===== config.mk =====
export PLATFORM = sky130hd
export DESIGN_NAME = dram_ctrl_panel
export DESIGN_NICKNAME = d
export VERILOG_FILES = /design/src/source/panel_pkg.sv /design/src/source/panel_if.sv /design/src/source/dram_ctrl_panel.sv /design/src/source/seven_seg_scan.sv /design/src/source/panel_value_mux.sv /design/src/source/panel_sync.sv
export SDC_FILE = /design/constraint.sdc
export NUM_CORES = 1
export LEC_CHECK = 0
export BUFFER_PORTS_ARGS = -buffer_cell sky130_fd_sc_hd__buf_2
export CORE_MARGIN = 1
export CORE_UTILIZATION = 35
export CTS_CLUSTER_DIAMETER = 80
export DETAILED_ROUTE_END_ITERATION = 16
export PLACE_DENSITY_LB_ADDON = 0.1
export SYNTH_ARGS = -nofsm -noshare
export SYNTH_HDL_FRONTEND = slang
export SYNTH_SLANG_ARGS = --single-unit
export TNS_END_PERCENT = 50

===== constraint.sdc =====
create_clock -name clk_dram_ctrl -period 3.67 [get_ports clk_dram_ctrl]
set_clock_uncertainty 0.2 [all_clocks]
set_input_delay 0.1835 -clock clk_dram_ctrl [delete_from_list [all_inputs] [get_ports clk_dram_ctrl]]
set_output_delay 0.1835 -clock clk_dram_ctrl [all_outputs]
set_load 0.005 [all_outputs]

===== src/source/panel_pkg.sv =====
package panel_pkg;

    // field widths
    localparam int POT_W       = 10;
    localparam int SRC_W       = 3;
    localparam int DISP_SEL_W  = 3;
    localparam int NIBBLE_W    = 4;
    localparam int SEG_W       = 7;
    localparam int REQ_COUNT_W = 24;

    localparam int DIGIT_COUNT = 8;
    localparam int DISP_W      = DIGIT_COUNT * NIBBLE_W;
    localparam int HALF_W      = DISP_W / 2; // one setting per half

    localparam int POT_COUNT   = 12; // knob settings on the panel
    localparam int SRC_COUNT   = 6;  // patch-source selections

    localparam int SYNC_STAGES      = 2;
    localparam int SCAN_HOLD_CYCLES = 4; // thousands on a real board

    typedef logic [POT_W-1:0]       pot_t;
    typedef logic [SRC_W-1:0]       src_t;
    typedef logic [DISP_SEL_W-1:0]  disp_sel_t;
    typedef logic [DISP_W-1:0]      disp_word_t;
    typedef logic [NIBBLE_W-1:0]    nibble_t;
    typedef logic [SEG_W-1:0]       seg_t;       // a in bit 0 .. g in bit 6
    typedef logic [REQ_COUNT_W-1:0] req_count_t;

    // display is active low on both anodes and cathodes
    localparam seg_t SEG_BLANK = '1;
    localparam logic [DIGIT_COUNT-1:0] ANODE_NONE = '1;

    // hex digit to cathode pattern, lit segment = 0
    localparam seg_t HEX_TO_SEG [16] = '{
        7'h40, 7'h79, 7'h24, 7'h30, // 0 1 2 3
        7'h19, 7'h12, 7'h02, 7'h78, // 4 5 6 7
        7'h00, 7'h10, 7'h08, 7'h03, // 8 9 A b
        7'h46, 7'h21, 7'h06, 7'h0E  // C d E F
    };

endpackage

===== src/source/panel_if.sv =====
interface panel_if;
    import panel_pkg::*;

    // knob settings, already in the controller domain
    pot_t volume, pitch;
    pot_t delay_wet, delay_rate, delay_feedback;
    pot_t reverb_wet, reverb_size, reverb_feedback;
    pot_t filter_quality, filter_cutoff;
    pot_t distortion_drive, crush_pressure;

    // patch sources
    src_t output_src, crush_src, distortion_src;
    src_t filter_src, reverb_src, delay_src;

    modport sync_mp (
        output volume, pitch, delay_wet, delay_rate, delay_feedback,
        output reverb_wet, reverb_size, reverb_feedback,
        output filter_quality, filter_cutoff, distortion_drive, crush_pressure,
        output output_src, crush_src, distortion_src, filter_src, reverb_src, delay_src
    );

    modport view_mp (
        input volume, pitch, delay_wet, delay_rate, delay_feedback,
        input reverb_wet, reverb_size, reverb_feedback,
        input filter_quality, filter_cutoff, distortion_drive, crush_pressure,
        input output_src, crush_src, distortion_src, filter_src, reverb_src, delay_src
    );

endinterface


===== src/source/dram_ctrl_panel.sv =====
module dram_ctrl_panel (
    input  logic                              clk_dram_ctrl,
    input  logic                              rst_dram_ctrl,

    // settings from the panel domain
    input  panel_pkg::pot_t                   i_volume,
    input  panel_pkg::pot_t                   i_pitch,
    input  panel_pkg::pot_t                   i_delay_wet,
    input  panel_pkg::pot_t                   i_delay_rate,
    input  panel_pkg::pot_t                   i_delay_feedback,
    input  panel_pkg::pot_t                   i_reverb_wet,
    input  panel_pkg::pot_t                   i_reverb_size,
    input  panel_pkg::pot_t                   i_reverb_feedback,
    input  panel_pkg::pot_t                   i_filter_quality,
    input  panel_pkg::pot_t                   i_filter_cutoff,
    input  panel_pkg::pot_t                   i_distortion_drive,
    input  panel_pkg::pot_t                   i_crush_pressure,
    input  panel_pkg::src_t                   i_output_src,
    input  panel_pkg::src_t                   i_crush_src,
    input  panel_pkg::src_t                   i_distortion_src,
    input  panel_pkg::src_t                   i_filter_src,
    input  panel_pkg::src_t                   i_reverb_src,
    input  panel_pkg::src_t                   i_delay_src,

    input  panel_pkg::disp_sel_t              i_disp_sel,  // switch bank
    input  logic                              i_memrequest_complete,
    input  logic                              i_write_tlast,

    output panel_pkg::seg_t                   o_ss_c,
    output logic [panel_pkg::DIGIT_COUNT-1:0] o_ss_an,
    output logic                              o_write_seen
);
    import panel_pkg::*;

    disp_word_t disp_word;

    panel_if panel ();

    panel_sync panel_sync_i (
        .clk_dram_ctrl      (clk_dram_ctrl),
        .i_volume           (i_volume),
        .i_pitch            (i_pitch),
        .i_delay_wet        (i_delay_wet),
        .i_delay_rate       (i_delay_rate),
        .i_delay_feedback   (i_delay_feedback),
        .i_reverb_wet       (i_reverb_wet),
        .i_reverb_size      (i_reverb_size),
        .i_reverb_feedback  (i_reverb_feedback),
        .i_filter_quality   (i_filter_quality),
        .i_filter_cutoff    (i_filter_cutoff),
        .i_distortion_drive (i_distortion_drive),
        .i_crush_pressure   (i_crush_pressure),
        .i_output_src       (i_output_src),
        .i_crush_src        (i_crush_src),
        .i_distortion_src   (i_distortion_src),
        .i_filter_src       (i_filter_src),
        .i_reverb_src       (i_reverb_src),
        .i_delay_src        (i_delay_src),
        .o_panel            (panel)
    );

    panel_value_mux panel_value_mux_i (
        .clk_dram_ctrl         (clk_dram_ctrl),
        .rst_dram_ctrl         (rst_dram_ctrl),
        .i_panel               (panel),
        .i_disp_sel            (i_disp_sel),
        .i_memrequest_complete (i_memrequest_complete),
        .o_disp_word           (disp_word)
    );

    seven_seg_scan #(
        .hold_cycles (SCAN_HOLD_CYCLES)
    ) seven_seg_scan_i (
        .clk_dram_ctrl (clk_dram_ctrl),
        .rst_dram_ctrl (rst_dram_ctrl),
        .i_disp_word   (disp_word),
        .o_seg         (o_ss_c),
        .o_anode       (o_ss_an)
    );

    // sticky until reset, marks the first finished write frame
    always_ff @(posedge clk_dram_ctrl) begin
        if (rst_dram_ctrl) begin
            o_write_seen <= 1'b0;
        end else if (i_write_tlast) begin
            o_write_seen <= 1'b1;
        end
    end

endmodule


===== src/source/seven_seg_scan.sv =====
module seven_seg_scan #(
    parameter int hold_cycles = panel_pkg::SCAN_HOLD_CYCLES
) (
    input  logic                              clk_dram_ctrl,
    input  logic                              rst_dram_ctrl,
    input  panel_pkg::disp_word_t             i_disp_word,
    output panel_pkg::seg_t                   o_seg,
    output logic [panel_pkg::DIGIT_COUNT-1:0] o_anode
);
    import panel_pkg::*;

    localparam int HOLD_W      = (hold_cycles > 1) ? $clog2(hold_cycles) : 1;
    localparam int DIGIT_IDX_W = $clog2(DIGIT_COUNT);

    logic [HOLD_W-1:0]      hold_cnt;
    logic [DIGIT_IDX_W-1:0] digit_idx;
    logic                   hold_done;
    nibble_t                cur_nibble;
    logic [DIGIT_COUNT-1:0] cur_anode;

    assign hold_done  = (hold_cnt == HOLD_W'(hold_cycles - 1));
    assign cur_nibble = i_disp_word[digit_idx * NIBBLE_W +: NIBBLE_W];
    assign cur_anode  = ~(DIGIT_COUNT'(1) << digit_idx); // one low bit

    // step to the next digit once the current one has had its time
    always_ff @(posedge clk_dram_ctrl) begin
        if (rst_dram_ctrl) begin
            hold_cnt  <= '0;
            digit_idx <= '0;
        end else if (hold_done) begin
            hold_cnt <= '0;
            if (digit_idx == DIGIT_IDX_W'(DIGIT_COUNT - 1)) begin
                digit_idx <= '0;
            end else begin
                digit_idx <= digit_idx + 1'b1;
            end
        end else begin
            hold_cnt <= hold_cnt + 1'b1;
        end
    end

    // anode and cathode registered together so they switch on the same edge
    always_ff @(posedge clk_dram_ctrl) begin
        if (rst_dram_ctrl) begin
            o_anode <= ANODE_NONE;
            o_seg   <= SEG_BLANK;
        end else begin
            o_anode <= cur_anode;
            o_seg   <= HEX_TO_SEG[cur_nibble];
        end
    end

endmodule


===== src/source/panel_value_mux.sv =====
module panel_value_mux (
    input  logic                  clk_dram_ctrl,
    input  logic                  rst_dram_ctrl,
    panel_if.view_mp              i_panel,
    input  panel_pkg::disp_sel_t  i_disp_sel,
    input  logic                  i_memrequest_complete,
    output panel_pkg::disp_word_t o_disp_word
);
    import panel_pkg::*;

    req_count_t req_count;

    // two settings side by side, each zero-extended to its half
    function automatic disp_word_t pair(input pot_t hi, input pot_t lo);
        return {HALF_W'(hi), HALF_W'(lo)};
    endfunction

    // one count per completed request, wraps
    always_ff @(posedge clk_dram_ctrl) begin
        if (rst_dram_ctrl) begin
            req_count <= '0;
        end else if (i_memrequest_complete) begin
            req_count <= req_count + 1'b1;
        end
    end

    always_comb begin
        case (i_disp_sel)
            3'd1: o_disp_word = pair(i_panel.volume, i_panel.pitch);
            3'd2: o_disp_word = pair(i_panel.delay_wet, i_panel.delay_rate);
            3'd3: o_disp_word = pair(i_panel.delay_feedback, i_panel.reverb_wet);
            3'd4: o_disp_word = pair(i_panel.reverb_size, i_panel.reverb_feedback);
            3'd5: o_disp_word = pair(i_panel.filter_quality, i_panel.filter_cutoff);
            3'd6: o_disp_word = pair(i_panel.distortion_drive, i_panel.crush_pressure);
            3'd7: begin
                // one source per digit, top two digits blank
                o_disp_word = {
                    {(DISP_W - SRC_COUNT * NIBBLE_W){1'b0}},
                    NIBBLE_W'(i_panel.delay_src),
                    NIBBLE_W'(i_panel.reverb_src),
                    NIBBLE_W'(i_panel.filter_src),
                    NIBBLE_W'(i_panel.distortion_src),
                    NIBBLE_W'(i_panel.crush_src),
                    NIBBLE_W'(i_panel.output_src)
                };
            end
            default: begin
                o_disp_word = {{HALF_W{1'b0}}, req_count[HALF_W-1:0]}; // low half of count
            end
        endcase
    end

endmodule


===== src/source/panel_sync.sv =====
module panel_sync (
    input  logic              clk_dram_ctrl,
    input  panel_pkg::pot_t   i_volume,
    input  panel_pkg::pot_t   i_pitch,
    input  panel_pkg::pot_t   i_delay_wet,
    input  panel_pkg::pot_t   i_delay_rate,
    input  panel_pkg::pot_t   i_delay_feedback,
    input  panel_pkg::pot_t   i_reverb_wet,
    input  panel_pkg::pot_t   i_reverb_size,
    input  panel_pkg::pot_t   i_reverb_feedback,
    input  panel_pkg::pot_t   i_filter_quality,
    input  panel_pkg::pot_t   i_filter_cutoff,
    input  panel_pkg::pot_t   i_distortion_drive,
    input  panel_pkg::pot_t   i_crush_pressure,
    input  panel_pkg::src_t   i_output_src,
    input  panel_pkg::src_t   i_crush_src,
    input  panel_pkg::src_t   i_distortion_src,
    input  panel_pkg::src_t   i_filter_src,
    input  panel_pkg::src_t   i_reverb_src,
    input  panel_pkg::src_t   i_delay_src,
    panel_if.sync_mp          o_panel
);
    import panel_pkg::*;

    pot_t [POT_COUNT-1:0] pot_in;
    src_t [SRC_COUNT-1:0] src_in;
    pot_t [POT_COUNT-1:0] pot_chain [SYNC_STAGES];
    src_t [SRC_COUNT-1:0] src_chain [SYNC_STAGES];

    // index 0 at the right
    assign pot_in = {i_crush_pressure, i_distortion_drive, i_filter_cutoff, i_filter_quality,
                     i_reverb_feedback, i_reverb_size, i_reverb_wet, i_delay_feedback,
                     i_delay_rate, i_delay_wet, i_pitch, i_volume};
    assign src_in = {i_delay_src, i_reverb_src, i_filter_src,
                     i_distortion_src, i_crush_src, i_output_src};

    // each value walks the chain into the controller domain
    always_ff @(posedge clk_dram_ctrl) begin
        pot_chain[0] <= pot_in;
        src_chain[0] <= src_in;
        for (int s = 1; s < SYNC_STAGES; s++) begin
            pot_chain[s] <= pot_chain[s-1];
            src_chain[s] <= src_chain[s-1];
        end
    end

    assign o_panel.volume           = pot_chain[SYNC_STAGES-1][0];
    assign o_panel.pitch            = pot_chain[SYNC_STAGES-1][1];
    assign o_panel.delay_wet        = pot_chain[SYNC_STAGES-1][2];
    assign o_panel.delay_rate       = pot_chain[SYNC_STAGES-1][3];
    assign o_panel.delay_feedback   = pot_chain[SYNC_STAGES-1][4];
    assign o_panel.reverb_wet       = pot_chain[SYNC_STAGES-1][5];
    assign o_panel.reverb_size      = pot_chain[SYNC_STAGES-1][6];
    assign o_panel.reverb_feedback  = pot_chain[SYNC_STAGES-1][7];
    assign o_panel.filter_quality   = pot_chain[SYNC_STAGES-1][8];
    assign o_panel.filter_cutoff    = pot_chain[SYNC_STAGES-1][9];
    assign o_panel.distortion_drive = pot_chain[SYNC_STAGES-1][10];
    assign o_panel.crush_pressure   = pot_chain[SYNC_STAGES-1][11];

    assign o_panel.output_src     = src_chain[SYNC_STAGES-1][0];
    assign o_panel.crush_src      = src_chain[SYNC_STAGES-1][1];
    assign o_panel.distortion_src = src_chain[SYNC_STAGES-1][2];
    assign o_panel.filter_src     = src_chain[SYNC_STAGES-1][3];
    assign o_panel.reverb_src     = src_chain[SYNC_STAGES-1][4];
    assign o_panel.delay_src      = src_chain[SYNC_STAGES-1][5];

endmodule


==> qor.yml, run 1 <==
final-seq-area_um2: 6270
die_h_um: 160
critical_path_arrival_ns: 3.05
syn_area_um2: 8730
synthSimpleGateAreaFrac_pct: 6.94
grt_usage_pct: 16.5
core-area_um2: 24400
vdd_drop_max_v: 0.000418
placed_area_um2: 9810
status: "completed"
hpwl_um: 14400
cts_max_path_buffers: 3
multi_input_comb_area_um2: 2220
first_global_vias: 6065
first_iter_violations: 264
n_antenna_cell: 0
startpoint_type: "register"
slowest_stage: "inv_1"
reg2reg_slack_ns: 0.87
cts_max_level: 1
ys.flop_type: "dfxtp_1"
synthToLayoutAreaGrowth_pct: 40.8
use_met2_pct: 28.2
wire_per_inst_um: 16.0
use_met1_pct: 21.3
final_max_slew_viol_count: 0
grt-ovfl-total: 0
crit_chain: "inv_1 > o21ai_0 > o22a_1 > o211ai_2 > inv_1 > ha_1 > inv_1 > nor3_1 > a211o_1 > a21o_1"
worstMarginPinSlew_ns: 0.617
p_per_area_nw_per_um2: 597
synthDominantCellAreaShare_pct: 71.8
yosysUniqueCellTypes: 71
power.leakage_uw: 0.00528
grt_max_degree: 28
ys_seq_elements: 313
drive_gt1_share_pct: 26.5
synth_area_leader_cell: "dfxtp_1"
max_slew_margin_pct: 58.8
post-place-cells: 1094
cts_hold_buf: 143
busiest_layer: "met2"
maxCapViolations: 0
synth_compound_area_share_pct: 7.98
crit_top_cell: "inv_1"
nFillCells: 2133
stdcell_area_um2: 12300
rsz0062_at_grt: "false"
synth_top_family_by_area: "compound AO/OA/AOI/OAI gates"
die_x_um: 160
clkLatencyLatePin_ns: 0.56
post_cts_buffers: 0
nets: 1104
vias: 5741
antenna_found_initial: 0
first_pass_iters: 4
async_reset_ff_share_pct: 0
cts-root-buf: "clkbuf_16"
instances_no_fill: 1292
start_util_pct: 35.8
synth_nets: 787
cts_buffers: 30
totalWireLength_um: 20700
synth-xor-area-share_pct: 1.50
setup_tns_ns: 0
synth_edf_count: 0
power_uw: 7340
portBuffers: 160
critical_path.max_stage_delay_ns: 0.42
ant_nets: 0
setup_viol: 0
fin_crit_sh_pct: 76.4
synthAdderAreaFrac_pct: 2.01
hp-class: "in2reg"
synth.avg_cell_area_um2: 13.9
num_io_pins: 161
gp_congestion: 0.896
syn_inst: 628
yosysWarnings: 0
fp-row-count: 57
post-route-util_pct: 50.4
clk_pin_slew_ns: 0.07
end_kind: "register"
required_ns: 3.92
worstPathMaxFanout: 14
ys_seq_area_share_pct: 71.8
synthTopCellsByArea: "dfxtp_1 (72%), mux2i_1 (2.8%), mux4_2 (2.6%)"
muxShareOfSynthArea_pct: 7.01
grt_pass1_wl_um: 33000
critPathKind: "reg2reg"
cts_tree: "yes"
drc: 0
cts.sink_count: 313
min_period_ns: 2.80
dieArea_um2: 25600
grt.met3_usage_pct: 2.91
hold_viol_final: 0
clock.fmax_ghz: 0.357
cts_resized: 0
vias_per_cell: 4.44
==> cells in the mapped netlist (all sizes together) (2+ instances only) <==
master   count
nand3       15
nand2b       5
inv         10
nor3b        3
a31oi        2
mux2        13
buf         21
dfxtp      313
mux2i       24
a21o         2
o22ai        3
o221ai       4
a32o         2
o2bb2ai      4
o211ai       5
a311oi       2
and2         3
a21oi        5
a31o         2
o21ai       12
nor3         7
a221o        4
o31ai        3
xnor2        3
a22oi        2
nand3b       3
mux4        10
nor2        33
and4b        2
nor2b        4
xor2        12
nand2       24
a311o        2
a221oi      14
ha          14
a211oi       6
clkbuf       7
o21a         2
and3        10
==> path summary, 6_finish.rpt <==
path,from,to,cells past startpoint
max,seven_seg_scan_i.digit_idx[0]$_SDFFE_PP0P_,seven_seg_scan_i.o_seg[3]$_SDFF_PP1_,10
min,i_filter_cutoff[3],panel_sync_i.pot_chain[0][93]$_DFF_P_,2
max reg2reg,seven_seg_scan_i.digit_idx[0]$_SDFFE_PP0P_,seven_seg_scan_i.o_seg[3]$_SDFF_PP1_,10
min reg2reg,panel_sync_i.pot_chain[0][8]$_DFF_P_,panel_sync_i.pot_chain[0][128]$_DFF_P_,0
==> cells by family after synthesis <==
group / after synthesis
XOR/XNOR: 15
multiplexers: 47
buffers and inverters: 38
adder cells (fa/ha/maj): 14
AO/OA/AOI/OAI: 85
flip-flops: 313
AND/OR/NAND/NOR: 116
==> layer usage <==
metal	share of wire, %	wire length [um]	vias up
met1	44	9200	2692
li1	-	-	2830
met3	4.8	1000	42
met5	0	0	-
met4	2.5	510	0
met2	48	10000	177
==> worst max-delay path: cells and delay by family (launching register included) <==
| family | cells | cell delay [ns] |
|---|---|---|
| AO/OA/AOI/OAI | 5 | 1.25 |
| flip-flops | 1 | 0.32 |
| AND/OR/NAND/NOR | 1 | 0.06 |
| adder cells (fa/ha/maj) | 1 | 0.21 |
| buffers and inverters | 3 | 0.66 |
==> layout make-up <==
class / count / area share, %
inverters: 10 / 0.305
well taps: 324 / 3.30
clock inverters: 13 / 1.45
repair buffers: 313 / 18.8
flip-flops and latches: 313 / 51.0
clock buffers: 42 / 7.13
multi-input cells: 277 / 18.1
==> cells in the final DEF (no fill, tap or decap), drive strengths merged, types with 6 or more instances in the layout <==
master       netlist  final
dfxtp            313    313
nand2             24     24
buf               21    170
clkinv             0      8
nor2              33     33
xor2              12     12
mux2              13     13
o21ai             12     12
a211oi             6      6
and3              10     10
ha                14     14
dlygate4sd3        0    143
mux2i             24     24
mux4              10     10
inv               10     11
a221oi            14     14
clkbuf             7     42
nand3             15     15
nor3               7      7
==> metrics by stage <==
stage                     hold slack, ns  setup WS, ns
after floorplan                   0.0112          1.16
after global placement            0.0862         0.597
after detailed placement          0.0871         0.513
after CTS                         0.0188         0.879
after global routing              0.0290         0.664
final                             0.0466         0.866
==> flip-flops by register name, indices dropped and copies added, names as in the netlist <==
signal                       cells
o_write_seen                     1
panel_sync_i.pot_chain         240
panel_sync_i.src_chain          36
panel_value_mux_i.req_count     16
seven_seg_scan_i.digit_idx       3
seven_seg_scan_i.hold_cnt        2
seven_seg_scan_i.o_anode         8
seven_seg_scan_i.o_seg           7
==> power breakdown <==
part / internal (uW) / switching [uW] / total (uW)
Sequential: 3590 / 63.5 / 3650
Clock: 1880 / 1250 / 3140
Combinational: 303 / 253 / 556
Power figures use the tool's default switching activity.
==> run 2: changes to the inputs <==
Settings changed: ABC_AREA from default to 1.
Clock period 3.67 ns to 2.84 ns, I/O delays scaled along.
==> run 2 against run 1 <==
Compared with the run above: first-iteration DRC count is 74% higher; utilization is 4.1 points higher; cell count is 28% higher; total power is 36% higher; global-route usage is 2.7 points higher; critical path type unchanged.
==> qor.yml, run 2 <==
status: "completed"
synthAdderAreaFrac_pct: 1.97  # -0.041 points
wire_per_inst_um: 15.0  # -6.4%
clkLatencyLatePin_ns: 0.57  # about the same
clock.fmax_ghz: 0.399  # +12%
synthSimpleGateAreaFrac_pct: 18.7  # +12 points
setup_tns_ns: 0  # unchanged
start_util_pct: 35.5  # -0.30 points
first_pass_iters: 5  # +1
gp_congestion: 0.817  # -8.9%
nets: 1461  # +32%
totalWireLength_um: 24900  # +20%
yosysUniqueCellTypes: 25  # -65%
end_kind: "register"
n_antenna_cell: 0  # unchanged
syn_inst: 876  # +39%
critPathKind: "reg2reg"
vias_per_cell: 4.38  # -1.5%
fp-row-count: 58  # +1.8%
final_cell_mix: "dfxtp_1 (312), dlygate4sd3_1 (242), buf_2 (160)"
power.leakage_uw: 0.00624  # +18%
post-route-util_pct: 54.5  # +4.1 points
core-area_um2: 25100  # +2.9%
post_cts_buffers: 0  # unchanged
synth.most_common_cell: "dfxtp_1"
use_met2_pct: 34.2  # +6.0 points
vdd_drop_max_v: 0.000479  # +15%
synthTopCellsByArea: "dfxtp_1 (70%), nand2_1 (6.0%), nand4_1 (4.5%)"
grt-ovfl-total: 0  # unchanged
drc: 0  # unchanged
cts_max_level: 1  # unchanged
cts-root-buf: "clkbuf_16"
synthDominantCellAreaShare_pct: 70.3  # -1.5 points
portBuffers: 160  # unchanged
p_per_area_nw_per_um2: 728  # +22%
first_iter_violations: 459  # +74%
ant_nets: 0  # unchanged
synth.avg_cell_area_um2: 10.2  # -27%
drive_gt1_share_pct: 18.3  # -8.2 points
cts_buffers: 31  # +3.3%
synth-xor-area-share_pct: 0.295  # -1.2 points
ys_seq_elements: 313  # unchanged
cts.sink_count: 313  # unchanged
synth_area_leader_cell: "dfxtp_1"
grt_max_degree: 48  # +71%
clk_pin_slew_ns: 0.06  # about the same
required_ns: 3.07  # -0.85 ns
min_period_ns: 2.50  # -0.299 ns
fin_crit_sh_pct: 88.2  # +12 points
synth_compound_area_share_pct: 3.43  # -4.6 points
regMostFlops: "panel_sync_i.pot_chain"
synthToLayoutAreaGrowth_pct: 53.5
busiest_layer: "met2"
netlist_top_cells_count: "dfxtp_1 (313), nand2_1 (142), nor2_1 (89)"
ys.flop_type: "dfxtp_1"
first_global_vias: 7398  # +22%
maxCapViolations: 0  # unchanged
syn_area_um2: 8910  # +2.1%
hp-class: "in2reg"
grt_pass1_wl_um: 38700  # +17%
die_h_um: 162  # +1.0%
die_x_um: 162  # +1.0%
muxShareOfSynthArea_pct: 0  # -7.0 points
max_slew_margin_pct: 57.7  # -1.1 points
num_io_pins: 161  # unchanged
antenna_found_initial: 1  # +1
cts_tree: "yes"
vias: 7245  # +26%
startpoint_type: "register"
worstMarginPinSlew_ns: 0.634  # +0.0173 ns
rsz0062_at_grt: "false"
ys_seq_area_share_pct: 70.3  # -1.5 points
final_common_cell: "dfxtp_1"
cts_max_path_buffers: 3  # unchanged
grt.met3_usage_pct: 3.42  # +0.51 points
worstPathMaxFanout: 9  # -5
synth_edf_count: 0  # unchanged
yosysWarnings: 0  # unchanged
setup_viol: 0  # unchanged
hpwl_um: 15900  # +11%
largest_reg_flops: 240  # unchanged
hold_viol_final: 0  # unchanged
critical_path_arrival_ns: 2.73  # -0.32 ns
grt_usage_pct: 19.2  # +2.7 points
async_reset_ff_share_pct: 0  # unchanged
dieArea_um2: 26100  # +2.1%
use_met1_pct: 23.6  # +2.3 points
reg_top3: "panel_sync_i.pot_chain x240, panel_sync_i.src_chain x36, panel_value_mux_i.req_count x16"
final_max_slew_viol_count: 0  # unchanged
synth_top_family_by_area: "simple AND/OR/NAND/NOR gates"
synth_nets: 1035  # +32%
-- run 2: changes by cell type in the layout (fill, tap and decap cells not counted), moves of 10 or more --
cell,before,now
nand3_1,15,51
mux4_2,10,0
nand4_1,1,64
xor2_1,12,2
a221oi_1,14,0
buf_4,10,21
nand2_1,24,142
inv_1,10,79
o21ai_0,10,39
nor2_1,32,89
mux2i_1,24,0
mux2_2,10,0
a21oi_1,5,21
dlygate4sd3_1,143,242
-- run 2: final timing paths --
path / from / to / slack (ns) / cells past startpoint
hold reg to reg: panel_sync_i.pot_chain[0][33]$_DFF_P_ / panel_sync_i.pot_chain[0][153]$_DFF_P_ / 0.12 / 0
hold / removal: i_reverb_feedback[0] / panel_sync_i.pot_chain[0][70]$_DFF_P_ / 0.01 / 2
setup / recovery: seven_seg_scan_i.digit_idx[1]$_SDFFE_PP0P_ / seven_seg_scan_i.o_seg[3]$_SDFF_PP1_ / 0.34 / 14
setup reg to reg: seven_seg_scan_i.digit_idx[1]$_SDFFE_PP0P_ / seven_seg_scan_i.o_seg[3]$_SDFF_PP1_ / 0.34 / 14
-- run 2: stage by stage --
| stage | hold WS (ns) | total power, uW | std cells | cell area [um2] | setup slack (ns) |
|---|---|---|---|---|---|
| after floorplan | -0.0303 | 5130 | 876 | 8910 | 0.751 |
| after global placement | 0.0450 | 5450 | 1357 | 10100 | 0.0944 |
| after detailed placement | 0.0456 | 5450 | 1357 | 10100 | 0.0320 |
| after CTS | 0.000904 | 10000 | 1656 | 13700 | 0.296 |
| after global routing | 0.00360 | 10400 | 1656 | 13700 | 0.0937 |
| final | 0.0142 | 9960 | 1656 | 13700 | 0.335 |
-- run 2: worst max-delay path: stages (launching register included) --
cell,delay [ns]
dfxtp_1,0.53
nor2_1,0.15
o21ai_0,0.11
inv_1,0.09
nand3_1,0.09
nand2_1,0.05
nor2_1,0.13
nand2_1,0.06
nand2_1,0.20
inv_1,0.14
ha_1,0.25
nand3_1,0.14
nand2_1,0.07
nand2_1,0.05
nand3_1,0.08
-- run 2: kinds of logic after synthesis --
kind of cell | Yosys count
and+or+nand+nor | 369
buffers and inverters | 116
adders and majority gates | 14
DFF | 313
AOI/OAI and AO/OA | 61
xor gates and xnor gates | 3
-- run 2: layout make-up --
type                    count  area, um2
inverters                  85        319
repair buffers            424       3400
well taps                 330        413
clock inverters            13        223
clock buffers              44        885
fillers                  2233      11400
multi-input cells         447       2170
flip-flops and latches    313       6270
-- run 2: per-layer routing --
layer  vias up  share of wire, %  wire (um)
met4         2               2.3        567
met1      3321                44      10900
met3        43               5.1       1270
li1       3679                 -          -
met5         -             0.032          8
met2       200                49      12200
-- run 2: report_power, final --
group	leakage (uW)	switching, uW	internal (uW)
logic	0.00306	428	460
registers	0.00263	85.0	4640
clock network	0.000540	1710	2640
-- run 2: timing repair --
item / CTS / global route
hold buffers: 242 / 0
resized for setup: 0 / 1
endpoints found under the hold margin: 161 / 0
endpoints found under the setup margin: 0 / 2
